--- src/hdl/nvme_host_pkg.sv ---
`default_nettype none

package nvme_host_pkg;

  // ------------------------------------------------------------
  // Stream and field widths
  // ------------------------------------------------------------
  typedef logic [127:0] tdata_t;
  typedef logic [3:0]   tkeep_t;       // One bit per dword
  typedef logic [63:0]  pcie_addr_t;
  typedef logic [7:0]   tag_t;
  typedef logic [31:0]  cfg_data_t;
  typedef logic [9:0]   cfg_reg_t;     // Dword register number
  typedef logic [2:0]   cpl_status_t;  // 0 is successful completion

  // Core request type encodings
  typedef enum logic [3:0] {
    MEM_WR    = 4'b0001,
    CFG_WR_T0 = 4'b1010
  } req_type_e;

  typedef struct packed {
    tdata_t tdata;
    tkeep_t tkeep;
    logic   tlast;
    logic   tvalid;
  } axis_rq_t;

  typedef axis_rq_t axis_rc_t;  // Completions share the beat layout

  typedef struct packed {
    cfg_reg_t  reg_num;
    cfg_data_t data;
  } cfg_entry_t;

  typedef struct packed {
    pcie_addr_t addr;
    cfg_data_t  value;
  } db_req_t;

  typedef struct packed {
    logic [9:0] addr;
    cfg_data_t  write_data;
    logic [3:0] byte_enable;
    logic       write;
    logic       read;
  } cfg_mgmt_req_t;

  // ------------------------------------------------------------
  // Descriptor and completion field positions
  // ------------------------------------------------------------
  localparam int DESC_ADDR_LSB  = 0;
  localparam int DESC_ADDR_MSB  = 63;
  localparam int DESC_DWCNT_LSB = 64;
  localparam int DESC_DWCNT_MSB = 74;
  localparam int DESC_TYPE_LSB  = 75;
  localparam int DESC_TYPE_MSB  = 78;
  localparam int DESC_TAG_LSB   = 96;
  localparam int DESC_TAG_MSB   = 103;
  localparam int DESC_CPLID_LSB = 104;  // Bus, device, function of target
  localparam int DESC_CPLID_MSB = 119;
  localparam int RC_STATUS_LSB  = 43;
  localparam int RC_STATUS_MSB  = 45;
  localparam int RC_TAG_LSB     = 64;
  localparam int RC_TAG_MSB     = 71;

  // ------------------------------------------------------------
  // Address map and bring-up table
  // ------------------------------------------------------------
  localparam pcie_addr_t  BAR0_BASE       = 64'h0000_0010_C000_0000;
  localparam pcie_addr_t  SQ0_TDBL_OFFSET = 64'h0000_0000_0000_1000;
  localparam pcie_addr_t  CQ0_HDBL_OFFSET = 64'h0000_0000_0000_1004;
  localparam logic [19:0] LINK_CTRL_ADDR  = 20'h40082;
  localparam int          LINK_CTRL_BIT   = 27;

  localparam int CFG_ROM_DEPTH = 4;

  localparam cfg_entry_t cfg_rom [CFG_ROM_DEPTH] = '{
    '{reg_num: 10'h006, data: 32'h0001_0100},      // Secondary and subordinate bus 1
    '{reg_num: 10'h004, data: BAR0_BASE[31:0]},
    '{reg_num: 10'h005, data: BAR0_BASE[63:32]},
    '{reg_num: 10'h001, data: 32'h0000_0006}       // Memory space, bus master
  };

  // Descriptor beat, always one dword of payload
  function automatic axis_rq_t desc_beat(req_type_e req_type, pcie_addr_t addr, tag_t tag,
                                         logic [15:0] cpl_id);
    axis_rq_t beat;
    beat = '0;
    beat.tdata[DESC_ADDR_MSB:DESC_ADDR_LSB]   = addr;
    beat.tdata[DESC_DWCNT_MSB:DESC_DWCNT_LSB] = 11'd1;
    beat.tdata[DESC_TYPE_MSB:DESC_TYPE_LSB]   = req_type;
    beat.tdata[DESC_TAG_MSB:DESC_TAG_LSB]     = tag;
    beat.tdata[DESC_CPLID_MSB:DESC_CPLID_LSB] = cpl_id;
    beat.tkeep  = '1;
    beat.tvalid = 1'b1;
    return beat;
  endfunction

  // Closing payload beat
  function automatic axis_rq_t data_beat(cfg_data_t value);
    axis_rq_t beat;
    beat        = '0;
    beat.tdata  = tdata_t'(value);
    beat.tkeep  = 4'b0001;
    beat.tlast  = 1'b1;
    beat.tvalid = 1'b1;
    return beat;
  endfunction

endpackage

`default_nettype wire

--- src/hdl/cfg_mgmt_rmw.sv ---
`default_nettype none

module cfg_mgmt_rmw (
  input  logic                         user_clk,
  input  logic                         user_reset,
  output nvme_host_pkg::cfg_mgmt_req_t cfg_mgmt,
  input  nvme_host_pkg::cfg_data_t     read_data,
  input  logic                         done
);

  localparam nvme_host_pkg::cfg_data_t SET_MASK =
    nvme_host_pkg::cfg_data_t'(1) << nvme_host_pkg::LINK_CTRL_BIT;

  typedef enum logic [1:0] {
    READ,
    WRITE,
    IDLE
  } state_e;

  state_e state;

  always_ff @(posedge user_clk) begin
    if (user_reset) begin
      state    <= READ;
      cfg_mgmt <= '0;
    end else begin
      case (state)
        READ: begin
          if (done) begin
            cfg_mgmt.write_data <= read_data | SET_MASK;  // Keep the other bits
            cfg_mgmt.write      <= 1'b1;
            cfg_mgmt.read       <= 1'b0;
            state               <= WRITE;
          end else begin
            cfg_mgmt.addr        <= nvme_host_pkg::LINK_CTRL_ADDR[9:0];  // Port takes 10 bits
            cfg_mgmt.byte_enable <= 4'hF;
            cfg_mgmt.read        <= 1'b1;
          end
        end
        WRITE: begin
          if (done) begin
            cfg_mgmt <= '0;
            state    <= IDLE;
          end
        end
        default: cfg_mgmt <= '0;  // One shot only
      endcase
    end
  end

endmodule

`default_nettype wire

--- src/hdl/configurator.sv ---
`default_nettype none

module configurator #(
  parameter int CPL_TIMEOUT = 64
) (
  input  logic                    user_clk,
  input  logic                    user_reset,
  input  logic                    start_config,
  output logic                    cfg_done,
  output logic                    cfg_error,
  output nvme_host_pkg::axis_rq_t rq,
  input  logic                    rq_ready,
  input  nvme_host_pkg::axis_rc_t rc,
  output logic                    rc_ready
);

  localparam int IDX_W   = $clog2(nvme_host_pkg::CFG_ROM_DEPTH);
  localparam int TIMER_W = $clog2(CPL_TIMEOUT + 1);
  localparam logic [IDX_W-1:0]   LAST_IDX  = IDX_W'(nvme_host_pkg::CFG_ROM_DEPTH - 1);
  localparam logic [TIMER_W-1:0] TIMER_END = TIMER_W'(CPL_TIMEOUT - 1);
  localparam logic [15:0]        DEV_ID    = 16'h0100;  // Bus 1, device 0, function 0

  typedef enum logic [2:0] {
    IDLE,
    SEND_DESC,
    SEND_DATA,
    WAIT_CPL,
    DONE,
    FAIL
  } state_e;

  state_e                     state;
  logic [IDX_W-1:0]           rom_idx;
  logic [TIMER_W-1:0]         cpl_timer;
  nvme_host_pkg::cfg_entry_t  entry;
  nvme_host_pkg::tag_t        req_tag;
  nvme_host_pkg::tag_t        rc_tag;
  nvme_host_pkg::cpl_status_t rc_status;
  logic                       cpl_good;

  assign entry   = nvme_host_pkg::cfg_rom[rom_idx];
  assign req_tag = nvme_host_pkg::tag_t'(rom_idx);  // Tag is the table index

  assign rc_tag    = rc.tdata[nvme_host_pkg::RC_TAG_MSB:nvme_host_pkg::RC_TAG_LSB];
  assign rc_status = rc.tdata[nvme_host_pkg::RC_STATUS_MSB:nvme_host_pkg::RC_STATUS_LSB];
  assign cpl_good  = (rc_tag == req_tag) && (rc_status == '0);

  // ------------------------------------------------------------
  // Table walk
  // ------------------------------------------------------------
  always_ff @(posedge user_clk) begin
    if (user_reset) begin
      state     <= IDLE;
      rom_idx   <= '0;
      cpl_timer <= '0;
    end else begin
      case (state)
        IDLE: begin
          if (start_config) begin
            state   <= SEND_DESC;
            rom_idx <= '0;
          end
        end
        SEND_DESC: begin
          if (rq_ready) state <= SEND_DATA;
        end
        SEND_DATA: begin
          if (rq_ready) begin
            state     <= WAIT_CPL;
            cpl_timer <= '0;
          end
        end
        WAIT_CPL: begin
          if (rc.tvalid) begin
            if (!cpl_good) begin
              state <= FAIL;  // Bad status or stray tag
            end else if (rom_idx == LAST_IDX) begin
              state <= DONE;
            end else begin
              rom_idx <= rom_idx + 1'b1;
              state   <= SEND_DESC;
            end
          end else if (cpl_timer == TIMER_END) begin
            state <= FAIL;
          end else begin
            cpl_timer <= cpl_timer + 1'b1;
          end
        end
        DONE:    state <= IDLE;
        default: state <= FAIL;  // Stuck until reset
      endcase
    end
  end

  // ------------------------------------------------------------
  // Request beats, decoded from state
  // ------------------------------------------------------------
  always_comb begin
    rq = '0;
    case (state)
      SEND_DESC: rq = nvme_host_pkg::desc_beat(nvme_host_pkg::CFG_WR_T0,
                                               nvme_host_pkg::pcie_addr_t'({entry.reg_num, 2'b00}),
                                               req_tag, DEV_ID);
      SEND_DATA: rq = nvme_host_pkg::data_beat(entry.data);
      default:   rq = '0;
    endcase
  end

  assign rc_ready  = (state == WAIT_CPL);
  assign cfg_done  = (state == DONE);
  assign cfg_error = (state == FAIL);

endmodule

`default_nettype wire

--- src/hdl/doorbell.sv ---
`default_nettype none

module doorbell (
  input  logic                    user_clk,
  input  logic                    user_reset,
  input  logic                    write_db,
  input  nvme_host_pkg::db_req_t  db_req,
  output logic                    db_done,
  output nvme_host_pkg::axis_rq_t rq,
  input  logic                    rq_ready
);

  typedef enum logic [1:0] {
    DB_IDLE,
    DB_DESC,
    DB_DATA
  } state_e;

  state_e                 state;
  nvme_host_pkg::db_req_t req_q;  // Held for both beats

  always_ff @(posedge user_clk) begin
    if (user_reset) begin
      state <= DB_IDLE;
    end else begin
      case (state)
        DB_IDLE: begin
          if (write_db) state <= DB_DESC;
        end
        DB_DESC: begin
          if (rq_ready) state <= DB_DATA;
        end
        DB_DATA: begin
          if (rq_ready) state <= DB_IDLE;
        end
        default: state <= DB_IDLE;
      endcase
    end
  end

  always_ff @(posedge user_clk) begin
    if (write_db && (state == DB_IDLE)) begin
      req_q <= db_req;
    end
  end

  // Posted write, one dword, tag unused
  always_comb begin
    case (state)
      DB_DESC: rq = nvme_host_pkg::desc_beat(nvme_host_pkg::MEM_WR, req_q.addr, '0, '0);
      DB_DATA: rq = nvme_host_pkg::data_beat(req_q.value);
      default: rq = '0;
    endcase
  end

  assign db_done = (state == DB_DATA) && rq_ready;  // Value beat accepted

endmodule

`default_nettype wire

--- src/hdl/host_controller.sv ---
`default_nettype none

module host_controller (
  input  logic                   user_clk,
  input  logic                   user_reset,
  input  logic                   link_up,
  output logic                   start_config,
  input  logic                   cfg_done,
  input  logic                   cfg_error,
  output logic                   config_ok,
  output logic                   db_busy,
  input  logic                   sq_tail_wr,
  input  logic                   cq_head_wr,
  input  logic [15:0]            sq_tail,
  input  logic [15:0]            cq_head,
  output logic                   write_db,
  output nvme_host_pkg::db_req_t db_req,
  input  logic                   db_done
);

  typedef enum logic [2:0] {
    WAIT_LINK,
    CONFIG,
    READY,
    RING,
    FAULT
  } state_e;

  state_e state;
  logic   ring_sq;
  logic   ring_cq;

  // SQ tail wins when both strobes arrive together
  assign ring_sq = (state == READY) && sq_tail_wr;
  assign ring_cq = (state == READY) && cq_head_wr && !sq_tail_wr;

  assign start_config = (state == WAIT_LINK) && link_up;
  assign config_ok    = (state == READY) || (state == RING);
  assign db_busy      = (state == RING);

  always_ff @(posedge user_clk) begin
    if (user_reset) begin
      state    <= WAIT_LINK;
      write_db <= 1'b0;
    end else begin
      write_db <= ring_sq || ring_cq;
      case (state)
        WAIT_LINK: begin
          if (link_up) state <= CONFIG;
        end
        CONFIG: begin
          if (cfg_error) begin
            state <= FAULT;
          end else if (cfg_done) begin
            state <= READY;
          end
        end
        READY: begin
          if (ring_sq || ring_cq) state <= RING;
        end
        RING: begin
          if (db_done) state <= READY;
        end
        default: state <= FAULT;  // Needs a reset to retry
      endcase
    end
  end

  // ------------------------------------------------------------
  // Doorbell request for queue 0
  // ------------------------------------------------------------
  always_ff @(posedge user_clk) begin
    if (ring_sq) begin
      db_req.addr  <= nvme_host_pkg::BAR0_BASE + nvme_host_pkg::SQ0_TDBL_OFFSET;
      db_req.value <= nvme_host_pkg::cfg_data_t'(sq_tail);
    end else if (ring_cq) begin
      db_req.addr  <= nvme_host_pkg::BAR0_BASE + nvme_host_pkg::CQ0_HDBL_OFFSET;
      db_req.value <= nvme_host_pkg::cfg_data_t'(cq_head);
    end
  end

endmodule

`default_nettype wire

--- src/hdl/oculink_port.sv ---
`default_nettype none

module oculink_port #(
  parameter int CPL_TIMEOUT = 64
) (
  input  logic                         user_clk,
  input  logic                         user_reset,
  input  logic                         link_up,
  output nvme_host_pkg::axis_rq_t      rq,
  input  logic                         rq_ready,
  input  nvme_host_pkg::axis_rc_t      rc,
  output logic                         rc_ready,
  input  logic                         sq_tail_wr,
  input  logic                         cq_head_wr,
  input  logic [15:0]                  sq_tail,
  input  logic [15:0]                  cq_head,
  output logic                         config_ok,
  output logic                         cfg_error,
  output logic                         db_busy,
  output nvme_host_pkg::cfg_mgmt_req_t cfg_mgmt,
  input  nvme_host_pkg::cfg_data_t     cfg_mgmt_read_data,
  input  logic                         cfg_mgmt_done
);

  // ------------------------------------------------------------
  // Request sources to the arbiter
  // ------------------------------------------------------------
  nvme_host_pkg::axis_rq_t cfg_rq;
  logic                    cfg_rq_ready;
  nvme_host_pkg::axis_rq_t db_rq;
  logic                    db_rq_ready;
  nvme_host_pkg::axis_rc_t cfg_rc;
  logic                    cfg_rc_ready;

  // Controller handshakes
  logic                   start_config;
  logic                   cfg_done;
  logic                   write_db;
  nvme_host_pkg::db_req_t db_req;
  logic                   db_done;

  rq_arbiter u_rq_arbiter (
    .user_clk     (user_clk),
    .user_reset   (user_reset),
    .cfg_rq       (cfg_rq),
    .cfg_rq_ready (cfg_rq_ready),
    .db_rq        (db_rq),
    .db_rq_ready  (db_rq_ready),
    .rq           (rq),
    .rq_ready     (rq_ready),
    .rc           (rc),
    .rc_ready     (rc_ready),
    .cfg_rc       (cfg_rc),
    .cfg_rc_ready (cfg_rc_ready)
  );

  configurator #(
    .CPL_TIMEOUT (CPL_TIMEOUT)
  ) u_configurator (
    .user_clk     (user_clk),
    .user_reset   (user_reset),
    .start_config (start_config),
    .cfg_done     (cfg_done),
    .cfg_error    (cfg_error),
    .rq           (cfg_rq),
    .rq_ready     (cfg_rq_ready),
    .rc           (cfg_rc),
    .rc_ready     (cfg_rc_ready)
  );

  doorbell u_doorbell (
    .user_clk   (user_clk),
    .user_reset (user_reset),
    .write_db   (write_db),
    .db_req     (db_req),
    .db_done    (db_done),
    .rq         (db_rq),
    .rq_ready   (db_rq_ready)
  );

  host_controller u_host_controller (
    .user_clk     (user_clk),
    .user_reset   (user_reset),
    .link_up      (link_up),
    .start_config (start_config),
    .cfg_done     (cfg_done),
    .cfg_error    (cfg_error),
    .config_ok    (config_ok),
    .db_busy      (db_busy),
    .sq_tail_wr   (sq_tail_wr),
    .cq_head_wr   (cq_head_wr),
    .sq_tail      (sq_tail),
    .cq_head      (cq_head),
    .write_db     (write_db),
    .db_req       (db_req),
    .db_done      (db_done)
  );

  // Link control fixup through the core's management port
  cfg_mgmt_rmw u_cfg_mgmt_rmw (
    .user_clk   (user_clk),
    .user_reset (user_reset),
    .cfg_mgmt   (cfg_mgmt),
    .read_data  (cfg_mgmt_read_data),
    .done       (cfg_mgmt_done)
  );

endmodule

`default_nettype wire

--- src/hdl/rq_arbiter.sv ---
`default_nettype none

module rq_arbiter (
  input  logic                    user_clk,
  input  logic                    user_reset,
  input  nvme_host_pkg::axis_rq_t cfg_rq,
  output logic                    cfg_rq_ready,
  input  nvme_host_pkg::axis_rq_t db_rq,
  output logic                    db_rq_ready,
  output nvme_host_pkg::axis_rq_t rq,
  input  logic                    rq_ready,
  input  nvme_host_pkg::axis_rc_t rc,
  output logic                    rc_ready,
  output nvme_host_pkg::axis_rc_t cfg_rc,
  input  logic                    cfg_rc_ready
);

  typedef enum logic [1:0] {SRC_NONE, SRC_CFG, SRC_DB} src_e;

  src_e lock_src;  // Owner of the packet in flight
  src_e grant;

  // Fixed priority, configurator first
  always_comb begin
    if (lock_src != SRC_NONE) begin
      grant = lock_src;
    end else if (cfg_rq.tvalid) begin
      grant = SRC_CFG;
    end else if (db_rq.tvalid) begin
      grant = SRC_DB;
    end else begin
      grant = SRC_NONE;
    end
  end

  always_comb begin
    case (grant)
      SRC_CFG: rq = cfg_rq;
      SRC_DB:  rq = db_rq;
      default: rq = '0;
    endcase
  end

  assign cfg_rq_ready = rq_ready && (grant == SRC_CFG);
  assign db_rq_ready  = rq_ready && (grant == SRC_DB);

  // Lock as soon as a beat is shown so a stalled beat never changes source
  always_ff @(posedge user_clk) begin
    if (user_reset) begin
      lock_src <= SRC_NONE;
    end else if (rq.tvalid && rq_ready && rq.tlast) begin
      lock_src <= SRC_NONE;  // Packet complete
    end else if (rq.tvalid) begin
      lock_src <= grant;
    end
  end

  // Only the configurator expects completions
  assign cfg_rc   = rc;
  assign rc_ready = cfg_rc_ready;

endmodule

`default_nettype wire

--- config.mk ---
export PLATFORM = sky130hd
export DESIGN_NAME = oculink_port
export DESIGN_NICKNAME = d
export VERILOG_FILES = /design/src/hdl/nvme_host_pkg.sv /design/src/hdl/cfg_mgmt_rmw.sv /design/src/hdl/configurator.sv /design/src/hdl/doorbell.sv /design/src/hdl/host_controller.sv /design/src/hdl/oculink_port.sv /design/src/hdl/rq_arbiter.sv
export SDC_FILE = /design/constraint.sdc
export NUM_CORES = 1
export LEC_CHECK = 0
export BUFFER_PORTS_ARGS = -buffer_cell sky130_fd_sc_hd__buf_2
export CAP_MARGIN = 20
export CORE_AREA = 2 2 151 153
export CTS_BUF_LIST = sky130_fd_sc_hd__clkbuf_8
export DETAILED_ROUTE_END_ITERATION = 8
export DIE_AREA = 0 0 153 155
export SLEW_MARGIN = 30
export SYNTH_ARGS = -nofsm -noshare
export SYNTH_HDL_FRONTEND = slang
export SYNTH_SLANG_ARGS = --single-unit
--- constraint.sdc ---
create_clock -name user_clk -period 6.7 [get_ports user_clk]
set_clock_uncertainty 0.05 [all_clocks]
set_input_delay 2.01 -clock user_clk [delete_from_list [all_inputs] [get_ports user_clk]]
set_output_delay 2.01 -clock user_clk [all_outputs]
set_load 0.05 [all_outputs]
# Word level (Yosys, flattened, before mapping)
# Cells that the tools add are included.
# classes
n_addsub	2
n_lt_le_gt_ge	1
n_eq_ne	35
mux	48
bitwise	1
n_reduce_logical	33
# ops
op	n
one-hot mux 134 bit (2 select lines)	1
one-hot mux 119 bit (2 select lines)	1
one-hot mux 82 bit (2 select lines)	1
one-hot mux 48 bit (2 select lines)	1
binary-select mux 42 bit (select 2 bit)	1
two-way mux 42 bit	2
two-way mux 48 bit	1
two-way mux 3 bit	12
two-way mux 16 bit	2
two-way mux 32 bit	1
two-way mux 2 bit	12
!= test 2 bit, second input constant	12
two-way mux 7 bit	3
one-hot mux 3 bit (5 select lines)	1
one-hot mux 7 bit (2 select lines)	1
equality test 3 x 2 -> 1 bit, second input constant	4
one-hot mux 3 bit (4 select lines)	1
AND reduction 4 bit	3
logical AND 1 bit	11
two-way mux 10 bit	1
!= test 2 x 1 -> 1 bit, second input constant	5
nonzero test 2 bit	5
zero test 3 bit	3
equality test 8 x 2 -> 1 bit	1
22 further kinds	34
# word_totals
regBits	104
inputBits	205
out_inout_bits	186

# Logic depth before layout (Yosys ltp)
# depth
word_depth	12
mapped_depth	11
ltp_nobuf	10

# Modules after synthesis
# A second synthesis with hierarchy kept.
# unflattened
cells_unflattened	1282
area_unflattened_um2	12059.1
# by_module_without_submodules
mod	instances	cells_each	area_per_inst_um2	seq_area_each_um2
doorbell	1	265	4214.0	2922.8
rq_arbiter	1	465	2926.6	40.0
configurator	1	249	1866.8	240.2
host_controller	1	145	1562.7	580.6
cfg_mgmt_rmw	1	158	1488.9	720.7

# Worst setup path before layout
# No wires, ideal clock.
# synth_timing
path_type	register -> output
startpoint	register u_doorbell.state[0]
endpoint	output port rq[8] (netlist name)
t_arrival_ns	3.140
required_ns	4.640
slack_ns	1.500
path_stages_with_launch	9
path_buffers	1
path_cell_list	dfxtp_1 > inv_1 > ha_1 > nand2b_1 > o21ai_0 > ha_1 > clkbuf_1 > nor3_1 > a211o_1
# synth_lines
element	line_no	rtl
from (decl)	doorbell.sv:19	state_e state;
from (signal assigned)	doorbell.sv:24	state <= DB_IDLE;
from (signal assigned)	doorbell.sv:28	if (write_db) state <= DB_DESC;
from (signal assigned)	doorbell.sv:31	if (rq_ready) state <= DB_DATA;
to (decl)	oculink_port.sv:9	output nvme_host_pkg::axis_rq_t rq,

==> impl_metrics.ini <==
[timing]
hold_viol = 0
rsz0062_at_grt = false
finalSetupViolations = 0
tightest_slew_ns = 0.8313
fmax_ghz = 0.1919
setup_tns_ns = 0
finalCriticalPeriod_ns = 5.210
max-slew-margin-rel_pct = 44.58
drv_slew = 0
post-route-period-util_pct = 77.76

[layout]
fin_area_sq_um = 5623
fillers = 2369
regArea_sq_um = 2132
multi_input_area_sq_um = 2043
final_nets = 815
areaGrowthSynthToFinish_pct = 16.52
drive_gt1_share_pct = 31.01

[routing]
vias_per_cell = 3.760
route.detailed.drc = 0
vias = 3354
drt-pass1-iter-count = 4
ant_nets = 0
wl_um = 10900
wl_per_cell_um = 12.22
drt_iter0_drc = 139

[global_routing]
antenna_found_initial = 6
grt.overflow.total = 0
use_met3_pct = 3.649
grt_pass1_wl_um = 16240
grtUsageMet2_pct = 12.75
use_met1_pct = 12.13
top_usage_layer = met2
grt_max_degree = 34
grt_pass1_vias = 2941
grtUsageTotal_pct = 8.954

[clock_tree]
path_clk_slew_ns = 0.09
cts_tree = yes
clkLatencyLatePin_ns = 0.36
cts_resized = 0
hold_buffers = 0
clock_sinks = 90
clk_path_buf_depth = 2
cts_root_buffer = clkbuf_8
numCtsBuffers = 9
post_cts_buffers = 0
htree_levels = 3

[worst_setup_path]
worst-r2r-setup-slack_ns = 4.12
reg2reg_to = u_configurator.cpl_timer[5]
crit_chain = inv_1 > ha_1 > nand2b_1 > o21ai_0 > ha_1 > nor2_1 > a22o_1 > buf_2
start_kind = flop
slowest_stage = nor2_1
reg2regPathDepth = 10
end_kind = output pin
cp_common_cell = ha_1
r2r-start = u_doorbell.state[0]
cp.required_ns = 4.64
worst_path_largest_cell_delay_ns = 0.63
cp-endpoint = rq[9]
critPathKind = reg2out
crit_arrival_ns = 3.15
startpoint = u_doorbell.state[0]
crit_fanout = 13

[yosys]
synthesis.area_sq_um = 4826
synth_async_sr_flop_share_pct = 0
ys.flop_type = dfxtp_1
synth_top_area_share_pct = 23.65
synth_area_per_cell_sq_um = 10.54
synth.area.top_cells = dfxtp_1 (24%), edfxtp_1 (21%), buf_4 (20%)
synth_top_cell_by_area = dfxtp_1
ys_types = 61
yosysWarnings = 0
synth-seq-cells = 90
synth_cells = 458
synth_edf_count = 33
ys_seq_area_share_pct = 44.18

[die]
die_x_um = 153
die_y_um = 155
std_cell_rows = 55
ios = 391
coreArea_sq_um = 22230
start_util_pct = 21.71
dieArea_sq_um = 23720

[placement]
numPortBuffers = 158
gp_congestion = 0.7847
dp_hpwl_um = 8415
placed_area_sq_um = 5405

[job]
max-cap-violations = 0

[run_status]
status = completed

[hold_path]
hold_path.class = reg2reg
hold_depth = 0

[power_and_ir_drop]
leakage_nw = 2.618
peakVddDrop_mv = 0.08061
power.density_nw_per_um2 = 240.3
[registers in the layout, indices dropped and copies added, names as in the netlist]
name                        cells
u_host_controller.write_db      1
u_configurator.cpl_timer        7
u_configurator.rom_idx          2
u_rq_arbiter.lock_src           2
u_cfg_mgmt_rmw.cfg_mgmt        34
u_doorbell.state                2
u_host_controller.state         3
u_host_controller.db_req       17
u_doorbell.req_q               17
u_configurator.state            3
u_cfg_mgmt_rmw.state            2
[logic make-up after synthesis]
family                   Yosys count  share of synthesized area, %
AO/OA/AOI/OAI                     79                         12.99
flip-flops                        90                         44.18
AND/OR/NAND/NOR                   92                         11.20
other                              1                       0.07771
multiplexers                      23                         5.211
adder cells (fa/ha/maj)           13                         3.319
buffers and inverters            156                         22.30
XOR/XNOR                           4                        0.7259
[how the worst min path moves through the flow]
stage	start	to
6_report	u_host_controller.db_req[13]	u_doorbell.req_q[13]
5_1_grt	u_host_controller.db_req[8]	u_doorbell.req_q[8]
4_1_cts	u_host_controller.db_req[13]	u_doorbell.req_q[13]
3_5_place_dp	u_host_controller.db_req[13]	u_doorbell.req_q[13]
3_3_place_gp	u_host_controller.db_req[5]	u_doorbell.req_q[5]
2_1_floorplan	u_host_controller.db_req[0]	u_doorbell.req_q[0]
[area by class of cell]
type                       instances  area share [%]
tap                              285           6.342
antenna                            4          0.1780
inverter                          16           1.068
clock inverter                     7           1.491
timing repair buffer             161           14.46
clock buffer                       9           2.203
multi-input combinational        320           36.34
sequential                        90           37.92
[cell usage in the layout (no fill, tap or decap), drive strengths merged, types with 4 or more instances in the layout]
| cell | instances |
|---|---|
| edfxtp | 33 |
| diode | 4 |
| clkbuf | 9 |
| and2 | 15 |
| mux2i | 6 |
| nor3 | 8 |
| mux2 | 17 |
| o21ai | 4 |
| conb | 109 |
| a21oi | 12 |
| a22o | 34 |
| buf | 161 |
| inv | 16 |
| dfxtp | 57 |
| nand2 | 13 |
| xnor2 | 4 |
| o2111ai | 4 |
| nand3 | 4 |
| ha | 12 |
| nand2b | 6 |
| nor2 | 23 |
[synthesized netlist by cell type, drive strengths merged, types with 4 or more instances]
cell and instances:
nand3 4, nor2 23, nand2b 6, o21ai 4, a21oi 12, o2111ai 4
clkbuf 10, xnor2 4, buf 130, a22o 34, edfxtp 33, and2 15
ha 12, nor3 8, inv 16, mux2 17, mux2i 6, nand2 13
dfxtp 57
[critical path, delay by kind of cell, from the launching register on]
kind            cells  cell delay (ns)
flops               1             0.38
simple gates        2             0.70
compound gates      2             0.56
buf+inv             2             0.38
fa+ha+maj           2             0.76
[layer usage]
metal,up-vias,wire [um]
met3,11,936
met1,1512,5070
met4,4,129
met5,-,30
met2,163,4732
li1,1664,-
[power breakdown]
group / switching (W) / internal, W / leakage (nW)
clock: 0.000192 / 0.000205 / 0.0979
sequential: 0.0000175 / 0.000584 / 0.762
combinational: 0.000282 / 0.0000707 / 1.76
total: 0.000491 / 0.000860 / 2.62
[through the flow]
step / std cells / worst slack [ns] / hold WS (ns) / utilization [%] / power [W]
after CTS: 888 / 1.419 / 0.3751 / 25.25 / 0.001367
after global routing: 888 / 1.204 / 0.3830 / 25.25 / 0.001414
after global placement: 872 / 1.828 / 0.3529 / 24.32 / 0.0009643
final: 892 / 1.490 / 0.3737 / 25.30 / 0.001351
after detailed placement: 872 / 1.863 / 0.3545 / 24.32 / 0.0009661
after floorplan: 566 / 1.500 / 0.3503 / - / 0.0009558
No activity file was read; power rests on OpenSTA's default activity.
